`src/include/pcie_tlp_params.svh`:
```
/*
 * beat geometry and core rx user-word bit positions for the 128-bit bridge
 * the user-word layout assumes the 7-series core, which flags at most one sof per beat
 */
`ifndef PCIE_TLP_PARAMS_SVH
`define PCIE_TLP_PARAMS_SVH

// ----------------------------------------------------------------------
// beat geometry
// ----------------------------------------------------------------------
`define TLP_DATA_W          128
`define TLP_QW_W            64
`define TLP_DW_W            32
`define TLP_DW_PER_BEAT     4
`define TLP_KEEP_BYTES      16
`define TLP_KEEPDW_RST      4'b0000     // keep of an idle rx output beat

// ----------------------------------------------------------------------
// core receive user word
// ----------------------------------------------------------------------
`define RX_USER_W           22
`define BAR_HIT_W           7
`define RX_USER_SOF         14
`define RX_USER_SOF_QW      13          // tlp starts in upper quadword
`define RX_USER_EOF         21
`define RX_USER_EOF_DW_HI   20
`define RX_USER_EOF_DW_LO   19
`define RX_USER_BAR_LO      2
`define RX_USER_BAR_HI      8

`endif

```
`src/verilog/pcie_tlp_pkg.sv`:
```
/*
 * shared types of the tlp bridge
 * dword 0 and quadword 0 of a beat sit at bit 0
 */
`include "pcie_tlp_params.svh"

package pcie_tlp_pkg;

    // ----------------------------------------------------------------------
    // beat
    // ----------------------------------------------------------------------

    // one beat, read as quadwords by the rx realigner
    // and as dwords by the tx keep expansion
    typedef union packed {
        logic [`TLP_DATA_W/`TLP_QW_W-1:0][`TLP_QW_W-1:0]   qw;
        logic [`TLP_DW_PER_BEAT-1:0][`TLP_DW_W-1:0]       dw;
    } tlp_beat_u;

    typedef logic [`TLP_DW_PER_BEAT-1:0] keep_dw_t;    // one bit per dword

    // ----------------------------------------------------------------------
    // core receive side
    // ----------------------------------------------------------------------

    // raw user word as delivered by the core
    typedef logic [`RX_USER_W-1:0] rx_user_t;

    // index of the last valid dword in an eof beat
    typedef logic [`RX_USER_EOF_DW_HI-`RX_USER_EOF_DW_LO:0] eof_dw_t;

    typedef logic [`BAR_HIT_W-1:0] bar_hit_t;

endpackage

```
`src/verilog/pcie_tlp_bridge.sv`:
```
/*
 * rx and tx tlp paths between the core user streams and the application
 * single clock clk_pcie, single synchronous reset
 */
`timescale 1ns/1ps
`include "pcie_tlp_params.svh"

module pcie_tlp_bridge (
    input  logic                        clk_pcie,
    input  logic                        rst,

    // core receive
    input  pcie_tlp_pkg::tlp_beat_u     rx_data,
    input  pcie_tlp_pkg::rx_user_t      rx_user,
    input  logic                        rx_valid,
    output logic                        rx_ready,

    // application receive, no back-pressure
    output pcie_tlp_pkg::tlp_beat_u     rx_tlp_data,
    output pcie_tlp_pkg::keep_dw_t      rx_tlp_keepdw,
    output logic                        rx_tlp_first,
    output logic                        rx_tlp_last,
    output pcie_tlp_pkg::bar_hit_t      rx_tlp_bar_hit,
    output logic                        rx_tlp_valid,

    // application transmit
    input  pcie_tlp_pkg::tlp_beat_u     tx_tlp_data,
    input  pcie_tlp_pkg::keep_dw_t      tx_tlp_keepdw,
    input  logic                        tx_tlp_last,
    input  logic                        tx_tlp_valid,
    output logic                        tx_tlp_ready,

    // core transmit
    output pcie_tlp_pkg::tlp_beat_u     tx_data,
    output logic [`TLP_KEEP_BYTES-1:0]  tx_keep,
    output logic                        tx_last,
    output logic                        tx_valid,
    input  logic                        tx_ready
);

    // ----------------------------------------------------------------------
    // receive path
    // ----------------------------------------------------------------------
    tlp_rx_realign u_rx_realign (
        .clk_pcie       (clk_pcie),
        .rst            (rst),
        .rx_data        (rx_data),
        .rx_user        (rx_user),
        .rx_valid       (rx_valid),
        .rx_ready       (rx_ready),
        .rx_tlp_data    (rx_tlp_data),
        .rx_tlp_keepdw  (rx_tlp_keepdw),
        .rx_tlp_first   (rx_tlp_first),
        .rx_tlp_last    (rx_tlp_last),
        .rx_tlp_bar_hit (rx_tlp_bar_hit),
        .rx_tlp_valid   (rx_tlp_valid)
    );

    // ----------------------------------------------------------------------
    // transmit path
    // ----------------------------------------------------------------------
    tlp_tx_adapter u_tx_adapter (
        .clk_pcie       (clk_pcie),
        .rst            (rst),
        .tx_tlp_data    (tx_tlp_data),
        .tx_tlp_keepdw  (tx_tlp_keepdw),
        .tx_tlp_last    (tx_tlp_last),
        .tx_tlp_valid   (tx_tlp_valid),
        .tx_tlp_ready   (tx_tlp_ready),
        .tx_data        (tx_data),
        .tx_keep        (tx_keep),      // byte keep toward the core
        .tx_last        (tx_last),
        .tx_valid       (tx_valid),
        .tx_ready       (tx_ready)
    );

endmodule

```
`src/verilog/tlp_rx_realign.sv`:
```
/*
 * rx output has no ready; every valid beat must be taken by the application
 * core must hold its beat while rx_ready is low, the beat is consumed in that cycle
 */
`timescale 1ns/1ps
`include "pcie_tlp_params.svh"

module tlp_rx_realign (
    input  logic                    clk_pcie,
    input  logic                    rst,
    input  pcie_tlp_pkg::tlp_beat_u rx_data,
    input  pcie_tlp_pkg::rx_user_t  rx_user,
    input  logic                    rx_valid,
    output logic                    rx_ready,
    output pcie_tlp_pkg::tlp_beat_u rx_tlp_data,
    output pcie_tlp_pkg::keep_dw_t  rx_tlp_keepdw,
    output logic                    rx_tlp_first,
    output logic                    rx_tlp_last,
    output pcie_tlp_pkg::bar_hit_t  rx_tlp_bar_hit,
    output logic                    rx_tlp_valid
);

    // decoded core beat
    logic                   beat_sof;
    logic                   beat_sof_qw;
    logic                   beat_eof;
    pcie_tlp_pkg::eof_dw_t  beat_eof_dw;
    pcie_tlp_pkg::bar_hit_t beat_bar;
    logic                   beat_valid;
    logic                   ready_q;        // rx_ready of the previous cycle

    // held upper quadword and its tlp state
    logic                   hold_valid;
    logic [`TLP_QW_W-1:0]   hold_qw;
    logic                   hold_sof;
    logic                   hold_eof;       // tlp ends inside the held qw
    logic                   hold_eof_dw3;   // two dwords left instead of one
    pcie_tlp_pkg::bar_hit_t hold_bar;
    logic                   hold_next;
    logic                   hold_adv;

    // dwords 0..last_dw set
    function automatic pcie_tlp_pkg::keep_dw_t keep_upto(
        input pcie_tlp_pkg::eof_dw_t last_dw
    );
        pcie_tlp_pkg::keep_dw_t k;
        for (int i = 0; i < `TLP_DW_PER_BEAT; i++) begin
            k[i] = (i <= int'(last_dw));
        end
        return k;
    endfunction

    // ----------------------------------------------------------------------
    // user word decode
    // ----------------------------------------------------------------------
    assign beat_sof    = rx_user[`RX_USER_SOF];
    assign beat_sof_qw = rx_user[`RX_USER_SOF_QW];
    assign beat_eof    = rx_user[`RX_USER_EOF];
    assign beat_eof_dw = rx_user[`RX_USER_EOF_DW_HI:`RX_USER_EOF_DW_LO];
    assign beat_bar    = rx_user[`RX_USER_BAR_HI:`RX_USER_BAR_LO];

    // repeat of a beat already taken while rx_ready was low
    assign beat_valid = rx_valid && ready_q;

    // two quadwords still to go, only one fits next to the held one
    assign rx_ready = !(beat_valid && hold_valid && beat_eof && beat_eof_dw[1]);

    // ----------------------------------------------------------------------
    // output mux, direct beat or held qw joined with the new lower qw
    // ----------------------------------------------------------------------
    always_comb begin
        rx_tlp_data   = rx_data;
        rx_tlp_keepdw = `TLP_KEEPDW_RST;
        if (hold_valid) begin
            rx_tlp_data.qw[0] = hold_qw;
            rx_tlp_data.qw[1] = rx_data.qw[0];
            rx_tlp_first      = hold_sof;
            rx_tlp_last       = hold_eof || (beat_eof && !beat_eof_dw[1]);
            rx_tlp_bar_hit    = hold_bar;
            rx_tlp_valid      = hold_eof || beat_valid;   // wait for the partner qw
            if (hold_eof) begin
                rx_tlp_keepdw = keep_upto({1'b0, hold_eof_dw3});
            end else if (beat_valid && beat_eof && !beat_eof_dw[1]) begin
                rx_tlp_keepdw = keep_upto({1'b1, beat_eof_dw[0]});
            end else if (beat_valid) begin
                rx_tlp_keepdw = '1;
            end
        end else begin
            rx_tlp_first   = beat_sof && !beat_sof_qw;
            rx_tlp_last    = beat_eof;
            rx_tlp_bar_hit = beat_bar;
            // a tlp starting in qw1 waits one cycle unless an earlier tlp ends here
            rx_tlp_valid   = beat_valid && (beat_eof || !(beat_sof && beat_sof_qw));
            if (beat_valid) begin
                rx_tlp_keepdw = beat_eof ? keep_upto(beat_eof_dw) : '1;
            end
        end
    end

    // ----------------------------------------------------------------------
    // held quadword
    // ----------------------------------------------------------------------
    always_comb begin
        if (hold_valid) begin
            hold_next = !hold_eof && beat_valid &&
                        ((!beat_sof && !beat_eof) ||        // tlp continues
                         (beat_sof && beat_sof_qw) ||       // next tlp starts in qw1
                         (beat_eof && beat_eof_dw[1]));     // remainder in qw1
        end else begin
            hold_next = beat_valid && beat_sof && beat_sof_qw;
        end
    end

    // a held qw without eof stays until the next core beat shows up
    assign hold_adv = beat_valid || (hold_valid && hold_eof);

    always_ff @(posedge clk_pcie) begin
        if (rst) begin
            ready_q    <= 1'b1;
            hold_valid <= 1'b0;
        end else begin
            ready_q <= rx_ready;
            if (hold_adv)
                hold_valid <= hold_next;
        end
    end

    always_ff @(posedge clk_pcie) begin
        if (beat_valid) begin
            hold_qw      <= rx_data.qw[1];
            hold_sof     <= beat_sof && beat_sof_qw;
            hold_eof     <= beat_eof && beat_eof_dw[1];
            hold_eof_dw3 <= (beat_eof_dw == 2'd3);
            hold_bar     <= beat_bar;
        end
    end

endmodule

```
`src/verilog/tlp_tx_adapter.sv`:
```
/*
 * one-entry skid buffer; tx_tlp_ready depends only on the skid state
 * a blocked beat is taken from the application and sent before any later beat
 */
`timescale 1ns/1ps
`include "pcie_tlp_params.svh"

module tlp_tx_adapter (
    input  logic                        clk_pcie,
    input  logic                        rst,
    input  pcie_tlp_pkg::tlp_beat_u     tx_tlp_data,
    input  pcie_tlp_pkg::keep_dw_t      tx_tlp_keepdw,
    input  logic                        tx_tlp_last,
    input  logic                        tx_tlp_valid,
    output logic                        tx_tlp_ready,
    output pcie_tlp_pkg::tlp_beat_u     tx_data,
    output logic [`TLP_KEEP_BYTES-1:0]  tx_keep,
    output logic                        tx_last,
    output logic                        tx_valid,
    input  logic                        tx_ready
);

    localparam int BYTES_PER_DW = `TLP_KEEP_BYTES / `TLP_DW_PER_BEAT;

    logic                    skid_valid;
    pcie_tlp_pkg::tlp_beat_u skid_data;
    pcie_tlp_pkg::keep_dw_t  skid_keepdw;
    logic                    skid_last;
    pcie_tlp_pkg::keep_dw_t  out_keepdw;

    // ----------------------------------------------------------------------
    // skid register
    // ----------------------------------------------------------------------
    always_ff @(posedge clk_pcie) begin
        if (rst) begin
            skid_valid <= 1'b0;
        end else if (!skid_valid) begin
            skid_valid <= tx_tlp_valid && !tx_ready;    // core blocked the live beat
        end else if (tx_ready) begin
            skid_valid <= 1'b0;                         // held beat went out
        end
    end

    always_ff @(posedge clk_pcie) begin
        if (!skid_valid) begin
            skid_data   <= tx_tlp_data;
            skid_keepdw <= tx_tlp_keepdw;
            skid_last   <= tx_tlp_last;
        end
    end

    assign tx_tlp_ready = !skid_valid;

    // ----------------------------------------------------------------------
    // output mux and keep expansion
    // ----------------------------------------------------------------------
    assign tx_valid   = skid_valid || tx_tlp_valid;
    assign tx_last    = skid_valid ? skid_last : tx_tlp_last;
    assign out_keepdw = skid_valid ? skid_keepdw : tx_tlp_keepdw;

    always_comb begin
        for (int i = 0; i < `TLP_DW_PER_BEAT; i++) begin
            tx_data.dw[i] = skid_valid ? skid_data.dw[i] : tx_tlp_data.dw[i];
            tx_keep[i*BYTES_PER_DW +: BYTES_PER_DW] = {BYTES_PER_DW{out_keepdw[i]}};
        end
    end

endmodule
```
`config.mk`:
```
export PLATFORM = sky130hd
export DESIGN_NAME = pcie_tlp_bridge
export DESIGN_NICKNAME = d
export VERILOG_FILES = /design/src/verilog/pcie_tlp_pkg.sv /design/src/verilog/pcie_tlp_bridge.sv /design/src/verilog/tlp_rx_realign.sv /design/src/verilog/tlp_tx_adapter.sv
export VERILOG_INCLUDE_DIRS = /design/src /design/src/include
export SDC_FILE = /design/constraint.sdc
export NUM_CORES = 1
export LEC_CHECK = 0
export ABC_AREA = 1
export BUFFER_PORTS_ARGS = -buffer_cell sky130_fd_sc_hd__buf_2
export CORE_AREA = 10 10 219 221
export CTS_BUF_LIST = sky130_fd_sc_hd__clkbuf_4 sky130_fd_sc_hd__clkbuf_8
export CTS_CLUSTER_DIAMETER = 50
export DETAILED_ROUTE_END_ITERATION = 12
export DIE_AREA = 0 0 229 231
export MAX_ROUTING_LAYER = met4
export PLACE_DENSITY = 0.47
export SETUP_SLACK_MARGIN = 0.02
export SYNTH_ARGS = -nofsm -noshare
export SYNTH_HDL_FRONTEND = slang
export SYNTH_SLANG_ARGS = --single-unit
```
`constraint.sdc`:
```
create_clock -name clk_pcie -period 8.3 [get_ports clk_pcie]
set_clock_uncertainty 0.2 [all_clocks]
set_input_delay 1.245 -clock clk_pcie [delete_from_list [all_inputs] [get_ports clk_pcie]]
set_output_delay 1.245 -clock clk_pcie [all_outputs]
set_load 0.02 [all_outputs]
```
==> parameters.txt, run 1 <==
Parameter                              Value

Worst hold path
  Class of the tightest hold or removal check    flip-flop to flip-flop

Clock network
  Max clock buf depth    3
  Resized Gates After CTS    0
  CTS HTree Levels    2
  Hold buffer count at CTS    0
  Clock transition at the registers of the reported paths    approximately 60 ps
  Number of buffers inserted by post-CTS setup repair    0
  Clock latency at the later pin of the worst-skew pair    around 570 ps
  TritonCTS clock tree    yes
  Clk Tree Root Cell    sky130_fd_sc_hd__clkbuf_8
  Clock sinks    210
  Clock buffer count from CTS    42

Layout
  Post-route design area    approximately 14000 um2
  Sequential cell area    6230 um2
  Layout Utilization    around a third
  Leading cell type in the layout, fill and taps excluded    sky130_fd_sc_hd__nand2_1
  Most frequent cells in the layout    568 x sky130_fd_sc_hd__nand2_1, 567 x sky130_fd_sc_hd__buf_2, 202 x sky130_fd_sc_hd__edfxtp_1
  Number of nets in the layout    around 1900
  # fillers    around 4800
  Layout Area Growth over Synthesis    41.9%
  Combined area of the multi-input logic cells    2860 um2
  Ratio of cells with drive above 1 in the final layout    39.6%

Drt
  Count of antenna-violating nets left after detailed routing    0
  Detailed-route DRC error count    0
  Vias    ~9000
  Wirelength per Cell    approximately 17 um
  Router iterations before antenna repair    4
  Iteration-0 DRC count of the detailed router    around 440
  Via-to-Cell Ratio    roughly 4
  Final Routed Wirelength    about 37000 um

Global routing
  Number of global-route vias before repair    9043
  Overflow after GRT    0
  Initial antenna violation count    7
  GR Util All Layers    a little over an eighth
  First-pass GRT wire length    around 55000 um
  Largest net degree at the start of global routing    190

Die
  Die footprint    between 50000 and 60000 um2
  Number of placed I/O pins    578
  CORE AREA    between 40000 and 50000 um2
  Row count    77
  Starting utilization of the core area    between 20 and 25%
  Die span in x    approximately 230 um
  Floorplan die height    ~230 um

Power and ir drop
  Net Sw Frac    between 20% and 30%
  Areal power density over the cells    approximately 210 nW/um2
  Leakage power figure    7.00 nW
  Share of total power in sequential cells    between 40% and 50%
  Combinational power share    19.5%
  Internal Power    around 2.1 mW
  Clock network fraction of total power    between 30% and 40%
  Peak ir drop on the vdd network    about 0.12 mV
  Net Switching    around 900 uW

Worst setup path
  Largest fanout on the critical path    189
  Largest incremental delay on the critical path    just under 800 ps
  Kind of critical path    flip-flop to primary output
  CP cell instances    inv_8, buf_4, nand2_1, nand2_1, buf_2
  Critical path capture point type    primary output
  Slowest-stage cell, CP    sky130_fd_sc_hd__buf_4
  Kind of cell adding the most delay to the critical path    buffers and inverters
  Most numerous cell on the critical path    sky130_fd_sc_hd__nand2_1
  Buffer and inverter count on the worst path    3
  Element type at the critical path start    flip-flop
  Worst path arrival time    3240 ps
  Worst endpoint required time    slightly below 7000 ps
  Minimum setup slack among reg-to-reg paths    ~5500 ps

STA
  Setup Viol. Count Final    0
  Total negative slack for setup checks    0 ps
  RSZ-0062 raised after global routing    false
  Final-report hold violation count    0
  Transition time at the pin with the least slew margin    about 1100 ps
  Headroom to the max-slew limit    around a quarter
  Period utilization    between 50% and 60%
  Max frequency    around 0.21 GHz
  Min cycle time layout    4680 ps
  Count of final max-slew check failures    0

Place
  Final GP Congestion    just over 0.9
  Half-perimeter wire length of the detailed placement result    between 20000 and 30000 um
  Number of port buffers    567
  Instance area at placement    ~13000 um2

Synthesis
  Number of nets produced by synthesis    roughly 1400
  Share of Yosys cell area claimed by the top area cell type    around 62%
  Number of warnings reported in the yosys synthesis log    0
  Post-synthesis instance area    9790 um2
  Unique masters post-synth    24
  Top cells by area, synth    sky130_fd_sc_hd__edfxtp_1 62%, sky130_fd_sc_hd__nand2_1 22%, sky130_fd_sc_hd__o21ai_0 5.4%
  Avg Cell Area, Syn    about 9.2 um2
  Share of the yosys chip area belonging to registers    a little under two thirds
  #FFs+latches synth    210
  Most area-hungry cell type in the Yosys netlist    sky130_fd_sc_hd__edfxtp_1
  Number of instances in the synthesized netlist    ~1100

Run
  Total of max-cap violations    0

Run status
  Outcome    finished, final reports clean
==> cell type report <==
| cell class | count | area share, % |
|---|---|---|
| inverter | 74 | 2.07 |
| clock buffer | 67 | 5.74 |
| tap | 592 | 5.33 |
| timing repair buffer | 572 | 20.7 |
| sequential | 210 | 44.9 |
| clock inverter | 11 | 0.603 |
| antenna | 6 | 0.108 |
| multi-input combinational | 713 | 20.6 |
==> final timing paths <==
path                                            from                               endpoint  cells past startpoint
hold / removal        u_tx_adapter.skid_last$_DFF_P_         u_tx_adapter.skid_last$_DFF_P_                      2
setup reg to reg  u_tx_adapter.skid_valid$_SDFF_PP0_  u_tx_adapter.skid_data[119]$_DFFE_PN_                      2
setup / recovery  u_tx_adapter.skid_valid$_SDFF_PP0_                             tx_keep[0]                      5
hold reg to reg       u_tx_adapter.skid_last$_DFF_P_         u_tx_adapter.skid_last$_DFF_P_                      2
==> flip-flops by register name (all words and copies together) (netlist names) <==
name	cells
u_tx_adapter.skid_data	128
u_rx_realign.hold_bar	7
u_rx_realign.hold_valid	1
u_rx_realign.hold_sof	1
u_tx_adapter.skid_last	1
u_rx_realign.hold_eof_dw3	1
u_rx_realign.hold_qw	64
u_rx_realign.ready_q	1
u_tx_adapter.skid_keepdw	4
u_tx_adapter.skid_valid	1
u_rx_realign.hold_eof	1
==> logic make-up after synthesis <==
family,Yosys count,share of synthesized area (%)
and+or+nand+nor,582,22.5
DFF,210,63.6
buffers and inverters,146,7.16
AOI/OAI and AO/OA,131,6.76
==> cell usage after synthesis <==
cell type / number
sky130_fd_sc_hd__o211ai_1: 1
sky130_fd_sc_hd__or2_1: 1
sky130_fd_sc_hd__dfxtp_1: 8
sky130_fd_sc_hd__buf_4: 14
sky130_fd_sc_hd__a21oi_1: 2
sky130_fd_sc_hd__buf_2: 35
sky130_fd_sc_hd__nor2_1: 3
sky130_fd_sc_hd__inv_1: 72
sky130_fd_sc_hd__o31ai_1: 1
sky130_fd_sc_hd__or2_2: 1
sky130_fd_sc_hd__inv_4: 1
sky130_fd_sc_hd__clkbuf_1: 14
sky130_fd_sc_hd__nand2_1: 568
sky130_fd_sc_hd__clkbuf_2: 1
sky130_fd_sc_hd__o21ai_0: 106
sky130_fd_sc_hd__buf_6: 7
sky130_fd_sc_hd__buf_1: 1
sky130_fd_sc_hd__o22ai_1: 1
sky130_fd_sc_hd__inv_2: 1
sky130_fd_sc_hd__nor3_1: 1
sky130_fd_sc_hd__nand3_1: 7
sky130_fd_sc_hd__edfxtp_1: 202
sky130_fd_sc_hd__o21ai_1: 20
sky130_fd_sc_hd__nand2_2: 1
==> power by group through the flow <==
stage	Sequential, mW	Combinational (mW)	Clock, mW
2_1_floorplan	1.28	0.340	0
3_3_place_gp	1.28	0.585	0
3_5_place_dp	1.28	0.586	0
4_1_cts	1.26	0.587	1.16
5_1_grt	1.27	0.630	1.20
6_report	1.26	0.575	1.11
==> metal layers <==
layer	vias up	GRT usage [%]	share of wire, %
met5	-	-	0
met1	4007	14.5	39
met4	0	3.46	1.6
met2	408	22.8	48
met3	47	6.41	11
li1	4552	-	-
==> stage by stage <==
step,instances,power [mW],hold slack [ps],setup slack (ps)
final,2245,2.94,255,3620
after detailed placement,2161,1.87,244,3700
after global routing,2245,3.10,309,3320
after global placement,2161,1.87,234,3700
after CTS,2239,3.01,262,3540
after floorplan,1069,1.62,328,3430
==> tightest hold or removal path: stages (launching register included) <==
cell and delay, ps:
sky130_fd_sc_hd__dfxtp_1 300, sky130_fd_sc_hd__nand2_1 50, sky130_fd_sc_hd__nand2_1 70
(Power assumes the default switching activity.)
==> inputs of run 2 (changes only) <==
Settings changed: CORE_AREA 10 10 219 221 to 10 10 216 218, DIE_AREA 0 0 229 231 to 0 0 226 228, PLACE_DENSITY 0.47 to 0.48.
Clock period 8.3 ns to 4.8 ns, I/O delays scaled along.
==> parameters.txt, run 2 (synthesized netlist as in run 1, its figures left out) <==
Parameter                              Value

Run status
  Outcome    finished, final reports clean

Clock network
  Clock sinks    210 (unchanged)
  CTS HTree Levels    2 (unchanged)
  Number of buffers inserted by post-CTS setup repair    0 (unchanged)
  Hold buffer count at CTS    0 (unchanged)
  TritonCTS clock tree    yes
  Clk Tree Root Cell    sky130_fd_sc_hd__clkbuf_8
  Clock latency at the later pin of the worst-skew pair    560 ps (about the same)
  Clock transition at the registers of the reported paths    60 ps (about the same)
  Resized Gates After CTS    0 (unchanged)
  Clock buffer count from CTS    42 (unchanged)
  Max clock buf depth    3 (unchanged)

Drt
  Detailed-route DRC error count    0 (unchanged)
  Via-to-Cell Ratio    4.10 (+2.1%)
  Final Routed Wirelength    36900 um (-1.5%)
  Vias    9008 (-0.067%)
  Router iterations before antenna repair    5 (+1)
  Iteration-0 DRC count of the detailed router    432 (-1.1%)
  Count of antenna-violating nets left after detailed routing    0 (unchanged)
  Wirelength per Cell    16.8 um (+0.58%)

Global routing
  Largest net degree at the start of global routing    154 (-19%)
  Number of global-route vias before repair    9036 (-0.077%)
  Routing usage on met3    6.08% (-0.33 points)
  Initial antenna violation count    8 (+1)
  First-pass GRT wire length    53800 um (-2.7%)
  Met2 Usage GRT    23.0% (+0.19 points)
  GR Util All Layers    13.8% (+0.14 points)
  GRT met1 Usage    13.9% (-0.61 points)
  Global routing's busiest layer    met2
  Overflow after GRT    0 (unchanged)

STA
  Final-report hold violation count    0 (unchanged)
  Headroom to the max-slew limit    37.2% (+12 points)
  Total negative slack for setup checks    0 ps (unchanged)
  Setup Viol. Count Final    0 (unchanged)
  Max frequency    approximately 0.28 GHz
  Transition time at the pin with the least slew margin    942 ps (-178 ps)
  Period utilization    about three quarters
  RSZ-0062 raised after global routing    false
  Final worst slack    1210 ps (-2400 ps)
  Count of final max-slew check failures    0 (unchanged)
  Min cycle time layout    3590 ps

Worst setup path
  Worst path arrival time    2670 ps (-570 ps)
  Kind of critical path    flip-flop to primary output
  Largest fanout on the critical path    100 (-47%)
  Worst endpoint required time    3880 ps (-2980 ps)
  Element type at the critical path start    flip-flop
  Critical path capture point type    primary output

Die
  Starting utilization of the core area    23.0% (+0.65 points)
  Floorplan die height    228 um (-1.3%)
  Row count    76 (-1.3%)
  Die span in x    226 um (-1.3%)
  Die footprint    51500 um2 (-2.6%)
  Number of placed I/O pins    578 (unchanged)
  CORE AREA    42500 um2 (-2.8%)

Layout
  Ratio of cells with drive above 1 in the final layout    39.5% (-0.12 points)
  Leading cell type in the layout, fill and taps excluded    sky130_fd_sc_hd__nand2_1
  Regs by FF count    u_tx_adapter.skid_data: 128 flops, u_rx_realign.hold_qw: 64 flops, u_rx_realign.hold_bar: 7 flops
  Layout Area Growth over Synthesis    41.4%
  Max FFs per register    128 (unchanged)
  Most frequent cells in the layout    568 x sky130_fd_sc_hd__nand2_1, 567 x sky130_fd_sc_hd__buf_2, 202 x sky130_fd_sc_hd__edfxtp_1
  # fillers    4487 (-6.4%)
  Register with the highest flop count    u_tx_adapter.skid_data
  Number of nets in the layout    1905 (+0.21%)

Power and ir drop
  Net Switching    1.53 mW (+73%)
  Areal power density over the cells    367 nW/um2 (+73%)
  Net Sw Frac    30.1% (+0.13 points)
  Share of total power in sequential cells    42.9% (about the same)
  Peak ir drop on the vdd network    0.227 mV (+86%)
  Leakage power figure    7.00 nW (about the same)
  Combinational power share    19.6% (about the same)
  Clock network fraction of total power    37.5% (about the same)
  Internal Power    3.55 mW (+72%)

Worst hold path
  Class of the tightest hold or removal check    primary input to flip-flop

Run
  Total of max-cap violations    0 (unchanged)

Place
  Final GP Congestion    0.903 (-1.3%)
  Half-perimeter wire length of the detailed placement result    28300 um (-1.5%)
  Number of port buffers    567 (unchanged)
  Worst slack at placement    1800 ps (-1900 ps)
[run 2: critical path: stages, from the launching register on]
cell and delay, ps:
sky130_fd_sc_hd__dfxtp_4 480, sky130_fd_sc_hd__inv_4 700, sky130_fd_sc_hd__buf_4 480, sky130_fd_sc_hd__nand2_1 80, sky130_fd_sc_hd__o21ai_0 90, sky130_fd_sc_hd__buf_2 210
[run 2: path summary, 6_finish.rpt]
path                                        start  cells past startpoint                                    to  slack (ps)
min                               tx_tlp_data[29]                      1  u_tx_adapter.skid_data[29]$_DFFE_PN_         120
min reg2reg        u_tx_adapter.skid_last$_DFF_P_                      2        u_tx_adapter.skid_last$_DFF_P_         270
max reg2reg    u_tx_adapter.skid_valid$_SDFF_PP0_                      2  u_tx_adapter.skid_data[80]$_DFFE_PN_        2660
max          u_rx_realign.hold_valid$_SDFFE_PP0P_                      5                       rx_tlp_data[94]        1210
[run 2: stage by stage]
stage	power (mW)	instances	cell area [um2]	util, %	hold WS, ps
after floorplan	2.79	1069	9790	-	328
after global placement	3.23	2119	13000	30.5	233
after detailed placement	3.23	2119	13000	30.5	256
after CTS	5.20	2193	13800	32.6	43.2
after global routing	5.37	2198	13800	32.6	70.6
final	5.08	2198	13800	32.6	121
[run 2: routing by layer]
metal / vias to the layer above / routed length (um)
met3: 63 / 4090
met2: 403 / 17800
met1: 3988 / 13800
met4: 0 / 1130
met5: - / 0
li1: 4554 / -
[run 2: final cells by class]
type	instances	area, um2	share of cell area (%)
sequential	210	6230	45.0
timing repair buffer	576	2910	21.0
multi-input combinational	713	2860	20.7
tap	546	683	4.93
clock buffer	55	682	4.92
inverter	74	288	2.08
clock inverter	19	180	1.30
antenna	5	12.5	0.0904
[run 2: power by group through the flow]
| stage | clock network (mW) | logic, mW | registers [mW] |
|---|---|---|---|
| after floorplan | 0 | 0.588 | 2.20 |
| after global placement | 0 | 1.01 | 2.22 |
| after detailed placement | 0 | 1.01 | 2.22 |
| after CTS | 2.00 | 1.01 | 2.18 |
| after global routing | 2.08 | 1.09 | 2.20 |
| final | 1.91 | 0.994 | 2.18 |
==> inputs of run 3 (changes only) <==
Clock period 4.8 ns to 3.5 ns, I/O delays scaled along.
==> parameters.txt, run 3 (synthesized netlist as in run 1, its figures left out) <==
Parameter                              Value

Run status
  Outcome    finished, final reports clean

Global routing
  Largest net degree at the start of global routing    143 (-7.1%)
  Overflow after GRT    0 (unchanged)
  GR Util All Layers    14.2% (+0.39 points)
  Number of global-route vias before repair    10100 (+12%)
  Initial antenna violation count    5 (-3)
  First-pass GRT wire length    56800 um (+5.6%)

Layout
  Layout Area Growth over Synthesis    62.2%
  Number of nets in the layout    2114 (+11%)
  Regs by FF count    u_tx_adapter.skid_data: 128 flops, u_rx_realign.hold_qw: 64 flops, u_rx_realign.hold_bar: 7 flops
  Ratio of cells with drive above 1 in the final layout    35.2% (-4.3 points)
  Combined area of the multi-input logic cells    2860 um2 (unchanged)
  Most frequent cells in the layout    568 x sky130_fd_sc_hd__nand2_1, 567 x sky130_fd_sc_hd__buf_2, 206 x sky130_fd_sc_hd__dlygate4sd3_1
  Leading cell type in the layout, fill and taps excluded    sky130_fd_sc_hd__nand2_1
  Max FFs per register    128 (unchanged)
  Register with the highest flop count    u_tx_adapter.skid_data
  # fillers    4281 (-4.6%)
  Sequential cell area    6230 um2 (unchanged)

Clock network
  Clock latency at the later pin of the worst-skew pair    560 ps (about the same)
  Max clock buf depth    3 (unchanged)
  TritonCTS clock tree    yes
  CTS HTree Levels    2 (unchanged)
  Number of buffers inserted by post-CTS setup repair    0 (unchanged)
  Resized Gates After CTS    0 (unchanged)
  Clock buffer count from CTS    41 (-2.4%)
  Clk Tree Root Cell    sky130_fd_sc_hd__clkbuf_8
  Clock transition at the registers of the reported paths    50 ps (about the same)
  Clock sinks    210 (unchanged)

Power and ir drop
  Areal power density over the cells    433 nW/um2 (+18%)
  Overall power consumption    6.88 mW (+35%)
  Peak ir drop on the vdd network    0.290 mV (+28%)
  Leakage power figure    7.84 nW (+12%)

Drt
  Iteration-0 DRC count of the detailed router    530 (+23%)
  Wirelength per Cell    15.7 um (-6.6%)
  Final Routed Wirelength    37600 um (+2.1%)
  Via-to-Cell Ratio    4.12 (+0.49%)
  Router iterations before antenna repair    4 (-1)
  Count of antenna-violating nets left after detailed routing    0 (unchanged)
  Vias    9896 (+9.9%)
  Detailed-route DRC error count    0 (unchanged)

STA
  Final-report hold violation count    0 (unchanged)
  RSZ-0062 raised after global routing    false
  Total negative slack for setup checks    0 ps (unchanged)
  Min cycle time layout    between 2000 and 3000 ps
  Count of final max-slew check failures    0 (unchanged)
  Setup Viol. Count Final    0 (unchanged)
  Headroom to the max-slew limit    47.4% (+10 points)
  Transition time at the pin with the least slew margin    789 ps (-153 ps)
  Period utilization    between 80 and 90%
  Max frequency    0.353 GHz

Worst setup path
  Critical path capture point type    primary output
  Worst path arrival time    2110 ps (-560 ps)
  Largest fanout on the critical path    80 (-20%)
  Element type at the critical path start    flip-flop
  Kind of critical path    flip-flop to primary output
  Worst endpoint required time    2770 ps (-1110 ps)

Die
  Floorplan die height    228 um (unchanged)
  CORE AREA    42500 um2 (unchanged)
  Number of placed I/O pins    578 (unchanged)
  Die footprint    51500 um2 (unchanged)
  Starting utilization of the core area    23.0% (unchanged)
  Die span in x    226 um (unchanged)
  Row count    76 (unchanged)

Place
  Half-perimeter wire length of the detailed placement result    27400 um (-3.0%)
  Number of port buffers    567 (unchanged)
  Final GP Congestion    0.867 (-3.9%)

Worst hold path
  Class of the tightest hold or removal check    primary input to flip-flop

Run
  Total of max-cap violations    0 (unchanged)
[run 3: final timing paths]
path	slack, ps	cells after the start	end	from
worst max register to register	1440	3	u_rx_realign.hold_qw[8]$_DFFE_PN_	u_rx_realign.ready_q$_SDFF_PP1_
worst min register to register	250	2	u_tx_adapter.skid_last$_DFF_P_	u_tx_adapter.skid_last$_DFF_P_
worst max-delay path	670	5	rx_tlp_data[65]	u_rx_realign.hold_valid$_SDFFE_PP0P_
worst min-delay path	70	3	u_rx_realign.hold_eof_dw3$_DFFE_PN_	rx_user[19]
[run 3: routing by layer]
layer	global-route usage, %	share of wire (%)
met4	5.19	2.9
met3	5.29	9.7
met2	23.5	48
met1	15.4	40
met5	-	0
[run 3: where the power goes]
group	switching (mW)	internal, mW	leakage [nW]
Clock	1.05	1.27	0.393
Sequential	0.0428	2.94	2.12
Combinational	0.986	0.593	5.32
Total	2.08	4.80	7.84
[run 3: what timing repair did]
item	4_1_cts	5_1_grt
endpoints found under the setup margin	0	0
endpoints found under the hold margin	206	0
hold buffers	206	0
[run 3: through the flow]
| stage | hold slack, ps | cells | util, % | area (um2) | setup slack, ps |
|---|---|---|---|---|---|
| finish | 68.1 | 2403 | 37.4 | 15900 | 667 |
| CTS | 11.4 | 2399 | 37.3 | 15900 | 593 |
| detailed placement | 237 | 2123 | 30.7 | 13100 | 1100 |
| global route | 31.8 | 2403 | 37.4 | 15900 | 416 |
| floorplan | 328 | 1069 | - | 9790 | 254 |
| global placement | 229 | 2123 | 30.7 | 13100 | 1130 |
[run 3: layout make-up]
class,instances,share of cell area [%]
tap,546,4.30
inverter,74,1.84
multi-input combinational,713,18.0
sequential,210,39.2
timing repair buffer,786,31.8
clock buffer,58,4.36
antenna,4,0.0630
clock inverter,12,0.402
[run 3: worst max-delay path, stage by stage, from the launching register on]
cell and delay [ps]:
sky130_fd_sc_hd__dfxtp_4 350, sky130_fd_sc_hd__inv_4 480, sky130_fd_sc_hd__buf_4 320, sky130_fd_sc_hd__nand2_1 70, sky130_fd_sc_hd__o21ai_0 80, sky130_fd_sc_hd__buf_2 210
